**src/verilog/dcache_settings.svh**
```systemverilog
`ifndef DCACHE_SETTINGS_SVH
`define DCACHE_SETTINGS_SVH

// Cache geometry, direct mapped with one word per line
`define DC_LINES 512
`define DC_INDEX_W 9
`define DC_TAG_W 8

// Address bits 31:19 of the cacheable window (base 0x4000_0000)
`define DC_WINDOW_BASE 13'h0800

`endif
```
**src/verilog/dcache_pkg.sv**
```systemverilog
`include "dcache_settings.svh"

package dcache_pkg;

  // Core address split into window, tag, index and byte offset
  typedef struct packed {
    logic [31-`DC_TAG_W-`DC_INDEX_W-2:0] upper;
    logic [`DC_TAG_W-1:0]                tag;
    logic [`DC_INDEX_W-1:0]              index;
    logic [1:0]                          offset;
  } dc_addr_fields_t;

  typedef union packed {
    logic [31:0]     raw;
    dc_addr_fields_t f;
  } dc_addr_u;

  // Load or store from the core
  typedef struct packed {
    dc_addr_u    addr;
    logic [31:0] wdata;
    logic [3:0]  mask;
    logic        we;
  } dc_core_req_t;

  // One RAM entry
  typedef struct packed {
    logic [`DC_TAG_W-1:0] tag;
    logic [31:0]          data;
  } dc_line_t;

  // Word request toward main memory
  typedef struct packed {
    logic [31:0] addr;
    logic [31:0] wdata;
    logic        we;
  } dc_mem_req_t;

endpackage

```
**src/verilog/dcache_ctrl.sv**
```systemverilog
`timescale 1ns/1ns
`include "dcache_settings.svh"

module dcache_ctrl (
  input  logic                       clk_i,
  input  logic                       rst_i,
  // Core side
  input  logic                       core_sel_i,
  input  dcache_pkg::dc_core_req_t   core_req_i,
  output logic [31:0]                core_rdata_o,
  output logic                       core_stall_o,
  // Tag and data RAM
  output logic                       wr_en_o,
  output logic [`DC_INDEX_W-1:0]     wr_index_o,
  output logic [3:0]                 wr_mask_o,
  output dcache_pkg::dc_line_t       wr_line_o,
  output logic                       rd_en_o,
  output logic [`DC_INDEX_W-1:0]     rd_index_o,
  input  dcache_pkg::dc_line_t       rd_line_i,
  // Valid and dirty table
  input  logic                       st_valid_i,
  input  logic                       st_dirty_i,
  output logic                       st_upd_o,
  output logic                       st_upd_valid_o,
  output logic                       st_upd_dirty_o,
  // Main memory
  output logic                       mem_valid_o,
  output dcache_pkg::dc_mem_req_t    mem_req_o,
  input  logic                       mem_ready_i,
  input  logic [31:0]                mem_rdata_i
);

  import dcache_pkg::*;

  typedef enum logic [2:0] {
    ST_IDLE,
    ST_LOOKUP,
    ST_COMPARE,
    ST_CACHE_WRITE,
    ST_MEM_READ,
    ST_MEM_WRITE,
    ST_DONE
  } state_e;

  state_e      state_q, state_d;
  logic [31:0] wbuf_q, wbuf_d;
  dc_mem_req_t mem_req_q, mem_req_d;

  logic        full_store;
  logic        tag_hit;
  dc_addr_u    wb_addr;
  dc_mem_req_t rd_req;

  // Place the low bytes of wdata on the lanes named by mask, then merge
  function automatic logic [31:0] merge_word(input logic [31:0] base,
                                             input logic [31:0] wdata,
                                             input logic [3:0]  mask);
    logic [31:0] placed;
    logic [31:0] lanes;
    case (mask)
      4'b0010: placed = {16'b0, wdata[7:0], 8'b0};
      4'b0100: placed = {8'b0, wdata[7:0], 16'b0};
      4'b1000: placed = {wdata[7:0], 24'b0};
      4'b1100: placed = {wdata[15:0], 16'b0};
      default: placed = wdata;
    endcase
    lanes = {{8{mask[3]}}, {8{mask[2]}}, {8{mask[1]}}, {8{mask[0]}}};
    return (base & ~lanes) | (placed & lanes);
  endfunction

  assign full_store = core_req_i.we && (core_req_i.mask == 4'b1111);
  assign tag_hit    = st_valid_i && (rd_line_i.tag == core_req_i.addr.f.tag);

  // Victim address from window base, stored tag and index
  always_comb begin
    wb_addr.f.upper  = `DC_WINDOW_BASE;
    wb_addr.f.tag    = rd_line_i.tag;
    wb_addr.f.index  = core_req_i.addr.f.index;
    wb_addr.f.offset = 2'b00;
  end

  always_comb begin
    rd_req.addr  = {core_req_i.addr.raw[31:2], 2'b00};
    rd_req.wdata = 32'b0;
    rd_req.we    = 1'b0;
  end

  always_comb begin
    state_d   = state_q;
    wbuf_d    = wbuf_q;
    mem_req_d = mem_req_q;
    case (state_q)
      ST_IDLE: begin
        if (core_sel_i) begin
          state_d = ST_LOOKUP;
        end
      end
      ST_LOOKUP: begin
        // Stores to clean or invalid lines skip the tag compare
        if (core_req_i.we && !(st_valid_i && st_dirty_i)) begin
          if (full_store) begin
            wbuf_d  = core_req_i.wdata;
            state_d = ST_CACHE_WRITE;
          end else begin
            mem_req_d = rd_req;
            state_d   = ST_MEM_READ;
          end
        end else begin
          state_d = ST_COMPARE;
        end
      end
      ST_COMPARE: begin
        if (tag_hit) begin
          if (core_req_i.we) begin
            wbuf_d  = merge_word(rd_line_i.data, core_req_i.wdata, core_req_i.mask);
            state_d = ST_CACHE_WRITE;
          end else begin
            wbuf_d  = rd_line_i.data;
            state_d = ST_DONE;
          end
        end else if (st_valid_i && st_dirty_i) begin
          mem_req_d.addr  = wb_addr.raw;
          mem_req_d.wdata = rd_line_i.data;
          mem_req_d.we    = 1'b1;
          wbuf_d          = core_req_i.wdata;
          state_d         = ST_MEM_WRITE;
        end else begin
          mem_req_d = rd_req;
          state_d   = ST_MEM_READ;
        end
      end
      ST_MEM_WRITE: begin
        if (mem_ready_i) begin
          if (full_store) begin
            state_d = ST_CACHE_WRITE;
          end else begin
            mem_req_d = rd_req;
            state_d   = ST_MEM_READ;
          end
        end
      end
      ST_MEM_READ: begin
        if (mem_ready_i) begin
          if (core_req_i.we) begin
            wbuf_d = merge_word(mem_rdata_i, core_req_i.wdata, core_req_i.mask);
          end else begin
            wbuf_d = mem_rdata_i;
          end
          state_d = ST_CACHE_WRITE;
        end
      end
      ST_CACHE_WRITE: begin
        state_d = ST_DONE;
      end
      ST_DONE: begin
        state_d = ST_IDLE;
      end
      default: begin
        state_d = ST_IDLE;
      end
    endcase
  end

  always_ff @(posedge clk_i) begin
    if (rst_i) begin
      state_q <= ST_IDLE;
    end else begin
      state_q <= state_d;
    end
  end

  always_ff @(posedge clk_i) begin
    wbuf_q    <= wbuf_d;
    mem_req_q <= mem_req_d;
  end

  // Core handshake
  assign core_stall_o = (state_q == ST_IDLE) ? core_sel_i : (state_q != ST_DONE);
  assign core_rdata_o = wbuf_q;

  // RAM ports, only a store onto its own cached line writes by byte lanes
  assign rd_en_o        = (state_q == ST_LOOKUP);
  assign rd_index_o     = core_req_i.addr.f.index;
  assign wr_en_o        = (state_q == ST_CACHE_WRITE);
  assign wr_index_o     = core_req_i.addr.f.index;
  assign wr_mask_o      = (core_req_i.we && tag_hit) ? core_req_i.mask : 4'b1111;
  assign wr_line_o.tag  = core_req_i.addr.f.tag;
  assign wr_line_o.data = wbuf_q;

  // Line state, stores leave the line dirty
  assign st_upd_o       = (state_q == ST_CACHE_WRITE);
  assign st_upd_valid_o = 1'b1;
  assign st_upd_dirty_o = core_req_i.we;

  // Memory request held until ready
  assign mem_valid_o = (state_q == ST_MEM_READ) || (state_q == ST_MEM_WRITE);
  assign mem_req_o   = mem_req_q;

endmodule

```
**config.mk**
```make
export PLATFORM = sky130hd
export DESIGN_NAME = dcache_ctrl
export DESIGN_NICKNAME = d
export VERILOG_FILES = /design/src/verilog/dcache_pkg.sv /design/src/verilog/dcache_ctrl.sv
export VERILOG_INCLUDE_DIRS = /design/src /design/src/verilog
export SDC_FILE = /design/constraint.sdc
export NUM_CORES = 1
export LEC_CHECK = 0
export ABC_AREA = 1
export BUFFER_PORTS_ARGS = -buffer_cell sky130_fd_sc_hd__buf_2
export CAP_MARGIN = 20
export CORE_AREA = 3 3 123 125
export CTS_BUF_LIST = sky130_fd_sc_hd__clkbuf_8
export DETAILED_ROUTE_END_ITERATION = 10
export DIE_AREA = 0 0 126 128
export PLACE_DENSITY_LB_ADDON = 0.3
export SYNTH_ARGS = -nofsm -noshare
export SYNTH_HDL_FRONTEND = slang
export SYNTH_SLANG_ARGS = --single-unit
```
**constraint.sdc**
```tcl
create_clock -name clk_i -period 2.7 [get_ports clk_i]
set_input_delay 0.54 -clock clk_i [delete_from_list [all_inputs] [get_ports clk_i]]
set_output_delay 0.54 -clock clk_i [all_outputs]
set_load 0.01 [all_outputs]
```
## Yosys cells after proc, flatten, opt, wreduce, memory -nomap -nowiden

Index checks and enable logic that the tools add are counted.

- Bits of input ports: 147
- Register bits: 100

- Equality and inequality tests: 19
- Muxes and demuxes: 31
- Reductions and logical operators: 13
- Bitwise logic cells: 7

Operators with widths:

| operator | count |
|---|---|
| 32-bit two-way mux | 12 |
| 65-bit two-way mux | 5 |
| 65-bit case mux with 3 select lines | 1 |
| 32-bit AND | 4 |
| 32-bit case mux with 4 select lines | 1 |
| 32-bit case mux with 3 select lines | 1 |
| 32-bit bitwise OR | 2 |
| 32-bit NOT | 1 |
| 3-bit two-way mux | 7 |
| 3-bit case mux with 6 select lines | 1 |
| 4-bit == test (second input constant) | 3 |
| 8-bit == test | 1 |
| 2-bit != test (second input constant) | 4 |
| 3-bit by 2-bit == test with 1-bit output (second input constant) | 2 |
| 3-bit == test (second input constant) | 2 |
| 3-bit != test (second input constant) | 2 |
| 3-bit nonzero test | 2 |
| 1-bit logical AND | 5 |
| 5-bit AND reduction | 1 |
| 4-bit by 2-bit == test with 1-bit output (second input constant) | 1 |
| 4-bit by 3-bit == test with 1-bit output (second input constant) | 1 |
| 4-bit two-way mux | 1 |
| 2-bit by 1-bit != test with 1-bit output (second input constant) | 2 |
| 4-bit AND reduction | 1 |
| other kinds (6) | 7 |

## Longest topological paths before layout

Gate-level depths: netlist of the first run.

- Depth after elaboration: 10
- Gate-level depth with buffers: 13
- Mapped depth without buffers: 13

## Worst setup path after synthesis of the first run

No wires, ideal clock.

- Kind: input to register
- From: in core_req_i[4] in the netlist's numbering
- To: reg mem_req_q, in the netlist mem_req_o[0] (enable)
- Stages on the path: 8
- Path slack: -0.210 ns
- Data arrival time: 2.493 ns
- Buffers on the path: 1
- Required time: 2.283 ns
- Setup time: 0.417 ns
- Cell sequence: buf_2 > nand2_2 > inv_2 > nand4_1 > nand2_1 > nand2_1 > o2111ai_1 > inv_1

RTL lines:

| item | RTL line | RTL |
|---|---|---|
| start, declared | dcache_ctrl.sv:9 | `input dcache_pkg::dc_core_req_t core_req_i,` |
| end signal, assigned | dcache_ctrl.sv:174 | `mem_req_q <= mem_req_d;` |
| end, declared | dcache_ctrl.sv:47 | `dc_mem_req_t mem_req_q, mem_req_d;` |

## Worst setup path after layout of the first run

- From: reg state_q[2]
- To: reg mem_req_q, in the netlist mem_req_o[9] (enable)

- Longest elaborated chain between the ends: 3
- Elaborated cells between the ends (all ways): 8
- Those cells by class: eq/ne: 6; reduce/logical: 2

RTL lines:

| item | RTL line | RTL |
|---|---|---|
| start, declared | dcache_ctrl.sv:45 | `state_e state_q, state_d;` |
| start signal, assigned | dcache_ctrl.sv:168 | `state_q <= state_d;` |
| 3-bit by 2-bit == test with 1-bit output, or another cell as far along | dcache_ctrl.sv:92 | `case (state_q)` |
| 2-bit != test (no line), or another cell as far along | n/a |  |
| 4-bit AND reduction (no line) (*) | n/a |  |

Every way passes the cells marked *; elsewhere a longest branch is shown, timed or not.
A chain may end at the register's enable or synchronous reset.

==> results of run 1 <==
[cell usage in the layout (no fill, tap or decap), drive strengths merged, types with 2 or more instances in the layout]
cell    instances
buf           318
nand2         254
inv           118
edfxtp         95
nor2           72
nand3          52
o21ai          23
a21oi          17
o22ai           9
clkbuf          9
o211ai          9
a22oi           8
nand4           7
clkinv          7
or2             6
nor3            4
conb            3
dfxtp           3
xnor2           2
[synthesized netlist by cell type (4+ instances only)]
| library cell | count |
|---|---|
| nor2_2 | 4 |
| o21ai_0 | 22 |
| nor2_1 | 65 |
| o22ai_1 | 9 |
| inv_1 | 111 |
| clkbuf_1 | 6 |
| buf_4 | 68 |
| a22oi_1 | 8 |
| nand4_1 | 7 |
| or2_0 | 4 |
| inv_2 | 7 |
| nand2_2 | 6 |
| nand3_1 | 49 |
| nand2_1 | 246 |
| o211ai_1 | 7 |
| buf_2 | 5 |
| nor3_1 | 4 |
| edfxtp_1 | 95 |
| a21oi_1 | 17 |
[state kept, by name, summed over array words and instances, names as in the netlist]
name / flops
core_rdata_o: 32
state_q: 3
mem_req_o: 63
[area by class of cell]
type                            instances  area share, %
Inverter                              121           6.19
Clock buffer                            9           1.65
Multi-Input combinational cell        468           28.3
Sequential cell                        98           38.8
Clock inverter                          5          0.450
Tap cell                              180           3.00
Timing Repair Buffer                  318           21.6
Antenna cell                            1         0.0334
[metal layers]
metal / share of wire [%] / GRT usage [%] / vias to the layer above
met5: 0 / 0 / -
met4: 1.3 / 5.80 / 0
met3: 7.7 / 5.38 / 18
met2: 51 / 40.3 / 253
met1: 40 / 28.1 / 2597
li1: - / - / 2869
[final timing paths]
kind         depth (start not counted)                     from  slack (ps)                         end
min reg2reg                          2  state_q[0]$_SDFFE_PP0P_         500     state_q[0]$_SDFFE_PP0P_
max                                  7  state_q[2]$_SDFFE_PP0P_         490  mem_req_o[9]$_SDFFCE_PN0P_
min                                  1           core_req_i[45]         340     mem_req_o[41]$_DFFE_PP_
max reg2reg                          7  state_q[2]$_SDFFE_PP0P_         490  mem_req_o[9]$_SDFFCE_PN0P_
[critical path, cell delays in order (launching register included)]
cell and delay, ps:
dfxtp_1 440, inv_2 110, nand3_4 200, inv_4 130, nand3_4 160, o2111ai_1 170, clkinvlp_4 110, buf_4 490
[kinds of logic (layout without fill, tap and decap cells)]
family,Yosys count,in the layout,share of synthesized area [%]
other,2,4,0.124
AO/OA/AOI/OAI,67,67,6.63
XOR/XNOR,2,2,0.288
flip-flops,98,98,47.9
buffers and inverters,203,453,17.3
AND/OR/NAND/NOR,396,396,27.7
[power by group through the flow]
stage	Clock [uW]	Combinational [uW]	Sequential (uW)
final	852	2990	2890
after global routing	927	3260	2960
after CTS	871	3030	2900
after detailed placement	0	3030	2930
after global placement	0	3010	2910
after floorplan	0	1560	3280
[through the flow]
step	setup WS [ps]	hold slack, ps	cells	cell area [um2]	total power, uW
2_1_floorplan	5.04	472	769	6090	4840
3_3_place_gp	269	485	1185	7340	5920
3_5_place_dp	226	494	1185	7340	5960
4_1_cts	471	323	1199	7500	6800
5_1_grt	357	332	1199	7500	7150
6_report	491	340	1200	7500	6730
==> out/qor.csv, run 1 <==
metric,value,unit
outcome,completed,
"Req. time, crit path",2730,ps
Pleak,0.00389,uW
mean cell area of the mapped netlist,7.91,um2
via count of the first global-routing pass,5338,
Setup-failing EPs final,0,
pin count of the biggest net entering global routing,49,
number of buffers created by CTS,9,
number of top-level pins,313,
Crit Path Max Fanout,48,
clock-pin transition on the worst setup and hold timing paths,100,ps
cell types with the largest area share after synthesis,"edfxtp_1 47%, nand2_1 15%, buf_4 8.4%",
total number of H-tree levels,3,
Yosys warning count,0,
relative area change from synthesis to final layout,23.5,%
hold violation count in the final report,0,
share of final-layout standard cells stronger than drive strength 1,35.5,%
clock network latency to the later pin of the worst-skew pair,390,ps
grt total ovfl,0,
largest clock skew in the final design,9.77,ps
critical path startpoint category,register,
dominant synthesized flop cell,edfxtp_1,
Post-CTS Setup Inserts,0,
maximum count of clock buffers along a single path,2,
Worst Max-Slew Pin Slew,699,ps
switching part of the total power,40.9,%
count of buffers from port buffering,307,
global-route wire length before repair,28.3,mm
internal power,3980,uW
root cell of the clock tree,clkbuf_8,
combined area of the multi-input logic cells,2120,um2
share of synthesized registers carrying an async set or reset,0,%
Die Height,128,um
sum of negative setup slack,0,ps
count of pins over their slew limit,0,
number of antenna violations at the first check in global routing,0,
Sw Pwr,2750,uW
worst min-delay path category,in2reg,
share of Yosys cell area claimed by the top area cell type,47.0,%
Initial Util,43.4,%
Logic pwr share,44.5,%
"Min Clock Period, post-route",2210,ps
total of cells resized after clock tree synthesis,0,
clock sinks,98,
part of the power in registers,42.9,%
"EDFF count, synth",95,
post-synth cell types,36,
drt via density,4.78,
number of instances in the synthesized netlist,768,
HPWL after detailed placement,15.2,mm
unrepaired setup endpoints after global routing,false,
Register Area,2910,um2
kind of end point of the critical path,register,
via count,5737,
Die Footprint,16100,um2
DIE WIDTH,126,um
final clock period utilization by the worst path,81.8,%
All-Layer GR Usage,22.8,%
floorplan row count,43,
Worst Path Arrival,2240,ps
Final Routed Wirelength,19.3,mm
number of DRC violations after detailed routing,0,
number of optimization iterations in the first detailed-route pass,5,
largest area contributor in the synthesized netlist,edfxtp_1,
clock tree from TritonCTS,yes,
cell area after synthesis,6080,um2
count of filler cells inserted in the layout,1401,
fraction of power consumed by the clock network,12.7,%
Placer Congestion,0.862,
WL/cell,16.1,um
worst setup path category,reg2reg,
sequential element share of the synthesized area,47.9,%
total power density per cell area,898,nW/um2
number of buffers added to fix hold violations after cts,0,
fin nets,1163,
Core Box Area,14000,um2
post-layout utilization of the core,53.6,%
"flops & latches, synth",98,
max cap viols,0,
"antenna viol nets, final",0,
initial drt markers,384,
slew margin rel.,53.3,%
achievable frequency,453,MHz
worst vdd ir,0.000465,V
Note: power is estimated with default switching activity, not from simulation.
==> run 2, diff against run 1 <==
--- a/config.mk
+++ b/config.mk
@@ -6,13 +6,13 @@
 export SDC_FILE = /design/constraint.sdc
 export NUM_CORES = 1
 export LEC_CHECK = 0
-export ABC_AREA = 1
+export ABC_AREA = 0
 export BUFFER_PORTS_ARGS = -buffer_cell sky130_fd_sc_hd__buf_2
 export CAP_MARGIN = 20
-export CORE_AREA = 3 3 123 125
+export CORE_AREA = 3 3 119 121
 export CTS_BUF_LIST = sky130_fd_sc_hd__clkbuf_8
 export DETAILED_ROUTE_END_ITERATION = 10
-export DIE_AREA = 0 0 126 128
+export DIE_AREA = 0 0 122 124
 export PLACE_DENSITY_LB_ADDON = 0.3
 export SYNTH_ARGS = -nofsm -noshare
 export SYNTH_HDL_FRONTEND = slang
==> constraint.sdc (replaced) <==
create_clock -name clk_i -period 2.3 [get_ports clk_i]
set_input_delay 0.46 -clock clk_i [delete_from_list [all_inputs] [get_ports clk_i]]
set_output_delay 0.46 -clock clk_i [all_outputs]
set_load 0.01 [all_outputs]
==> out/qor.csv, run 2 <==
metric,value,unit,change
relative area change from synthesis to final layout,30.6,%,was 23.5%
fin nets,897,,was 1163
grt total ovfl,0,,unchanged
count of pins over their slew limit,0,,unchanged
reg-to-reg endpoint,core_rdata_o[11]$_DFFE_PP_,,was mem_req_o[9]$_SDFFCE_PN0P_
share of synthesized registers carrying an async set or reset,0,%,unchanged
"Min Clock Period, post-route",2230,ps,
Worst Path Arrival,1770,ps,was 2240 ps
kind of end point of the critical path,primary output,,was register
number of flip-flops under the largest register name,63,,unchanged
switching part of the total power,35.4,%,was 40.9%
All-Layer GR Usage,22.4,%,was 22.8%
cell types with the largest area share after synthesis,"edfxtp_1 51%, buf_4 8.8%, and2_1 3.9%",,"was edfxtp_1 47%, nand2_1 15%, buf_4 8.4%"
pin count of the biggest net entering global routing,43,,was 49
number of buffers created by CTS,9,,unchanged
worst min-delay path category,in2reg,,unchanged
max cap viols,0,,unchanged
Pleak,0.00315,uW,was 0.00389 uW
drt via density,5.18,,was 4.78
CP peak stage delay,430,ps,was 490 ps
"leading cell types in the layout, fill and taps excluded","307 x buf_2, 95 x edfxtp_1, 35 x and2_1",,"was 307 x buf_2, 246 x nand2_1, 110 x inv_1"
unrepaired setup endpoints after global routing,false,,unchanged
Final Routed Wirelength,18.0,mm,was 19.3 mm
most frequent standard cell in the layout excluding fill and tap cells,buf_2,,unchanged
Die Footprint,15100,um2,was 16100 um2
Logic pwr share,37.2,%,was 44.5%
post-synth cell types,58,,was 36
clock tree from TritonCTS,yes,,unchanged
worst setup path category,reg2out,,was reg2reg
clock-pin transition on the worst setup and hold timing paths,110,ps,was 100 ps
Crit path max-delay family,simple AND/OR/NAND/NOR gates,,was buffers and inverters
share of final-layout standard cells stronger than drive strength 1,51.7,%,was 35.5%
clock sinks,98,,unchanged
part of the power in registers,44.1,%,was 42.9%
maximum count of clock buffers along a single path,2,,unchanged
number of cells in the finished layout apart from fillers,935,,was 1200
total number of H-tree levels,3,,unchanged
number of top-level pins,313,,unchanged
"flops & latches, synth",98,,unchanged
Crit Path Max Fanout,9,,was 48
slack of the worst reg-to-reg path,190,ps,was 490 ps
Min Hold Slack,274,ps,was 340 ps
number of placed cells counting well taps,914,,was 1185
Worst Reg2Reg Path Length in Cells,5,,was 7
root cell of the clock tree,clkbuf_8,,unchanged
Die Height,124,um,was 128 um
internal power,4140,uW,was 3980 uW
via count of the first global-routing pass,4529,,was 5338
initial drt markers,363,,was 384
clock network latency to the later pin of the worst-skew pair,370,ps,was 390 ps
"count leader, synth",edfxtp_1,,was nand2_1
global-route wire length before repair,25.2,mm,was 28.3 mm
total power density per cell area,884,nW/um2,was 898 nW/um2
buffers plus inverters on the worst setup path,2,,was 4
cell types with the highest counts after synthesis,"95 x edfxtp_1, 65 x buf_4, 35 x and2_1, 31 x o21ai_0, 29 x nand2_1",,"was 246 x nand2_1, 111 x inv_1, 95 x edfxtp_1, 68 x buf_4, 65 x nor2_1"
highest-delay cell along the critical path,dfxtp_1,,was buf_4
"logic depth of the worst path, buffers included",5,,was 7
worst vdd ir,0.000393,V,was 0.000465 V
number of buffers added to fix hold violations after cts,0,,unchanged
cell area after synthesis,5550,um2,was 6080 um2
"antenna viol nets, final",0,,unchanged
Placer Congestion,0.925,,was 0.862
largest area contributor in the synthesized netlist,edfxtp_1,,unchanged
number of antenna violations at the first check in global routing,4,,was 0
achievable frequency,449,MHz,
number of optimization iterations in the first detailed-route pass,5,,unchanged
Yosys warning count,0,,unchanged
floorplan row count,42,,was 43
hold violation count in the final report,0,,unchanged
number of instances in the synthesized netlist,491,,was 768
"EDFF count, synth",95,,unchanged
final clock period utilization by the worst path,96.8,%,
Worst Max-Slew Pin Slew,672,ps,was 699 ps
HPWL after detailed placement,14.5,mm,was 15.2 mm
largest clock skew in the final design,15.0,ps,was 9.77 ps
number of DRC violations after detailed routing,0,,unchanged
launch point of the worst path,state_q[1]$_SDFFE_PP0P_,,was state_q[2]$_SDFFE_PP0P_
"Req. time, crit path",1840,ps,was 2730 ps
Sw Pwr,2260,uW,was 2750 uW
critical path startpoint category,register,,unchanged
DIE WIDTH,122,um,was 126 um
count of buffers from port buffering,307,,unchanged
fraction of power consumed by the clock network,18.7,%,was 12.7%
Setup-failing EPs final,0,,unchanged
worst reg2reg path startpoint,state_q[1]$_SDFFE_PP0P_,,was state_q[2]$_SDFFE_PP0P_
WL/cell,19.3,um,was 16.1 um
slew margin rel.,55.1,%,was 53.3%
dominant synthesized flop cell,edfxtp_1,,unchanged
share of Yosys cell area claimed by the top area cell type,51.4,%,was 47.0%
mean cell area of the mapped netlist,11.3,um2,was 7.91 um2
Initial Util,42.0,%,was 43.4%
via count,4841,,was 5737
post-layout utilization of the core,54.9,%,was 53.6%
CP Capture Point,core_stall_o,,was mem_req_o[9]$_SDFFCE_PN0P_
CP cell instances,"buf_4, nor3_1, a21oi_1, or2_2, buf_2",,"was inv_2, nand3_4, inv_4, nand3_4, o2111ai_1, clkinvlp_4, buf_4"
sequential element share of the synthesized area,52.5,%,was 47.9%
outcome,completed,,unchanged
Core Box Area,13200,um2,was 14000 um2
-- run 2: worst register-to-register path: stages, from the launching register on --
cell and delay [ps]:
dfxtp_1 550, nand2_1 190, nor4_4 380, buf_12 200, o22ai_2 140, a221o_1 410
-- run 2: worst min path at each step --
stage                     cells past startpoint  slack (ps)                    start                       to
after global routing                          1         250           core_req_i[44]  mem_req_o[40]$_DFFE_PP_
after CTS                                     1         260           core_req_i[44]  mem_req_o[40]$_DFFE_PP_
after global placement                        2         650  state_q[2]$_SDFFE_PP0P_  state_q[1]$_SDFFE_PP0P_
after detailed placement                      2         650  state_q[2]$_SDFFE_PP0P_  state_q[1]$_SDFFE_PP0P_
after floorplan                               2         540  state_q[0]$_SDFFE_PP0P_  state_q[1]$_SDFFE_PP0P_
final                                         1         270           core_req_i[44]  mem_req_o[40]$_DFFE_PP_
-- run 2: through the flow --
step	area [um2]	total power, uW	worst slack (ps)	TNS, ps
after floorplan	5590	4250	30.6	0
after global placement	6990	5200	11.6	0
after detailed placement	6990	5250	-8.52	-8.52
after CTS	7200	6450	11.5	0
after global routing	7240	6740	0.736	0
final	7240	6400	73.9	0
-- run 2: routing by layer --
layer	track usage (%)	part of all wire, %	up-vias	wire, um
li1	-	-	2295	-
met5	0	0.039	-	7
met3	5.68	9.0	26	1630
met1	27.0	38	2258	6780
met2	39.3	51	260	9220
met4	7.63	2.2	2	390
-- run 2: final cells by class --
| class | instances | area [um2] |
|---|---|---|
| sequential | 98 | 2910 |
| timing repair buffer | 341 | 1830 |
| multi-input combinational | 296 | 2050 |
| clock buffer | 9 | 124 |
| tap | 176 | 220 |
| inverter | 4 | 15.0 |
| antenna | 4 | 10.0 |
| fill | 1182 | 5950 |
| clock inverter | 7 | 81.3 |
-- run 2: kinds of logic (layout without fill, tap and decap cells) --
group                     after synthesis  in the layout  synth area share, %
buffers and inverters                  98            361                 12.1
xor gates and xnor gates                8              8                 1.26
muxes                                  14             14                 2.71
other                                   2              7                0.135
and+or+nand+nor                       146            146                 15.2
AOI/OAI and AO/OA                     125            125                 16.1
DFF                                    98             98                 52.5
-- run 2: power by group through the flow --
stage          Sequential (uW)  Clock, uW  Combinational [uW]
4_1_cts                   2830       1230                2390
3_5_place_dp              2870          0                2390
6_report                  2820       1200                2380
5_1_grt                   2870       1290                2590
2_1_floorplan             3100          0                1150
3_3_place_gp              2850          0                2350
-- run 2: repair_timing --
action | 4_1_cts | 5_1_grt
resized for setup | 0 | 6
pin swaps | 1 | 1
buffers inserted | 1 | 0
setup endpoints to repair | 4 | 4
==> run 3, diff against run 2 <==
==> constraint.sdc (replaced) <==
create_clock -name clk_i -period 2.37 [get_ports clk_i]
set_input_delay 0.474 -clock clk_i [delete_from_list [all_inputs] [get_ports clk_i]]
set_output_delay 0.474 -clock clk_i [all_outputs]
set_load 0.01 [all_outputs]
==> out/qor.csv, run 3 (synthesis gave the netlist of run 2 again) <==
metric,value,unit,change
outcome,completed,,unchanged
max cap viols,0,,unchanged
count of filler cells inserted in the layout,1192,,was 1182
Pleak,0.00313,uW,was 0.00315 uW
kind of end point of the critical path,primary output,,unchanged
number of buffers created by CTS,9,,unchanged
reg-to-reg endpoint,core_rdata_o[2]$_DFFE_PP_,,was core_rdata_o[11]$_DFFE_PP_
drt via density,5.25,,was 5.18
DIE WIDTH,122,um,unchanged
"Min Clock Period, post-route",2290,ps,
hold violation count in the final report,0,,unchanged
Placer Congestion,0.922,,was 0.925
HPWL after detailed placement,14.5,mm,about the same
number of buffers added to fix hold violations after cts,0,,unchanged
root cell of the clock tree,clkbuf_8,,unchanged
"leading cell types in the layout, fill and taps excluded","307 x buf_2, 95 x edfxtp_1, 35 x and2_1",,unchanged
final clock period utilization by the worst path,96.7,%,
critical path startpoint category,primary input,,was register
Initial Util,42.0,%,unchanged
clock sinks,98,,unchanged
Setup-failing EPs final,0,,unchanged
Worst Path Arrival,1820,ps,was 1770 ps
Core Box Area,13200,um2,unchanged
total number of H-tree levels,3,,unchanged
floorplan row count,42,,unchanged
number of antenna violations at the first check in global routing,6,,was 4
clock-pin transition on the worst setup and hold timing paths,100,ps,was 110 ps
slack of the worst reg-to-reg path,230,ps,was 190 ps
number of placed cells counting well taps,907,,was 914
total power density per cell area,870,nW/um2,was 884 nW/um2
number of top-level pins,313,,unchanged
Worst Max-Slew Pin Slew,642,ps,was 672 ps
number of cells in the finished layout apart from fillers,928,,was 935
combined area of the multi-input logic cells,2050,um2,about the same
initial drt markers,409,,was 363
"antenna viol nets, final",0,,unchanged
Die Height,124,um,unchanged
grt total ovfl,0,,unchanged
WL/cell,19.6,um,was 19.3 um
relative area change from synthesis to final layout,30.1,%,was 30.6%
worst setup path category,in2out,,was reg2out
pin count of the biggest net entering global routing,51,,was 43
global-route wire length before repair,25.6,mm,was 25.2 mm
worst setup margin,78.0,ps,was 73.9 ps
worst reg2reg path startpoint,state_q[1]$_SDFFE_PP0P_,,unchanged
worst vdd ir,0.000549,V,was 0.000393 V
largest clock skew in the final design,10.8,ps,was 15.0 ps
share of final-layout standard cells stronger than drive strength 1,51.2,%,was 51.7%
count of pins over their slew limit,0,,unchanged
most frequent standard cell in the layout excluding fill and tap cells,buf_2,,unchanged
All-Layer GR Usage,22.8,%,was 22.4%
Die Footprint,15100,um2,unchanged
via count of the first global-routing pass,4672,,was 4529
achievable frequency,436,MHz,
clock network latency to the later pin of the worst-skew pair,380,ps,was 370 ps
fin nets,890,,was 897
startpoint of the tightest hold check path,core_req_i[44],,unchanged
Worst Reg2Reg Path Length in Cells,7,,was 5
Final Routed Wirelength,18.2,mm,was 18.0 mm
"Req. time, crit path",1900,ps,was 1840 ps
slew margin rel.,57.1,%,was 55.1%
number of optimization iterations in the first detailed-route pass,7,,was 5
via count,4873,,was 4841
WHS Endpoint,mem_req_o[40]$_DFFE_PP_,,unchanged
clock tree from TritonCTS,yes,,unchanged
number of flip-flops under the largest register name,63,,unchanged
maximum count of clock buffers along a single path,2,,unchanged
Register Area,2910,um2,unchanged
Crit Path Max Fanout,5,,was 9
worst slack after detailed placement,33.8,ps,was -8.52 ps
Hold Path Stages,1,,unchanged
number of DRC violations after detailed routing,0,,unchanged
worst min-delay path category,in2reg,,unchanged
count of buffers from port buffering,307,,unchanged
-- run 3: power by group --
group,switching (uW),internal [uW]
Sequential,167,2560
Combinational,1370,925
Clock,642,608
Total,2180,4090
-- run 3: per-layer routing --
metal | GRT usage, % | vias up | share of wire (%)
li1 | - | 2277 | -
met1 | 27.0 | 2301 | 37
met2 | 39.6 | 260 | 51
met3 | 5.31 | 31 | 9.3
met4 | 10.2 | 4 | 2.5
met5 | 0 | - | 0.077
-- run 3: final cells by class --
type / instances / share of cell area [%]
clock buffers: 9 / 1.72
diodes: 4 / 0.139
multi-input cells: 296 / 28.5
flip-flops and latches: 98 / 40.4
inverters: 4 / 0.208
clock inverters: 7 / 1.41
well taps: 176 / 3.05
repair buffers: 334 / 24.6
-- run 3: how the worst max path moves through the flow --
stage	slack, ps	end	from
finish	80	wr_mask_o[0]	rd_line_i[37]
global route	-30	wr_mask_o[0]	rd_line_i[37]
CTS	10	wr_mask_o[0]	rd_line_i[36]
detailed placement	30	wr_mask_o[0]	rd_line_i[36]
global placement	60	wr_mask_o[0]	rd_line_i[36]
floorplan	90	core_rdata_o[0]$_DFFE_PP_	rd_line_i[38]
-- run 3: critical path, cell delays in order --
cell and delay (ps):
buf_2 110, xnor2_1 240, nand3_2 160, nor3_2 230
nand2_1 160, or2_2 300, buf_2 140
-- run 3: timing repair --
action	CTS	global route
gates resized for setup	0	6
setup endpoints to repair	0	4
setup buffers	0	1
-- run 3: through the flow --
stage	utilization (%)	setup TNS, ps	instance area [um2]	hold slack (ps)	total power (uW)
4_1_cts	54.3	0	7160	266	6320
2_1_floorplan	-	0	5590	540	4130
3_5_place_dp	52.6	0	6930	663	5080
6_report	54.7	0	7210	284	6280
3_3_place_gp	52.6	0	6930	643	5020
5_1_grt	54.7	-75.7	7210	264	6610
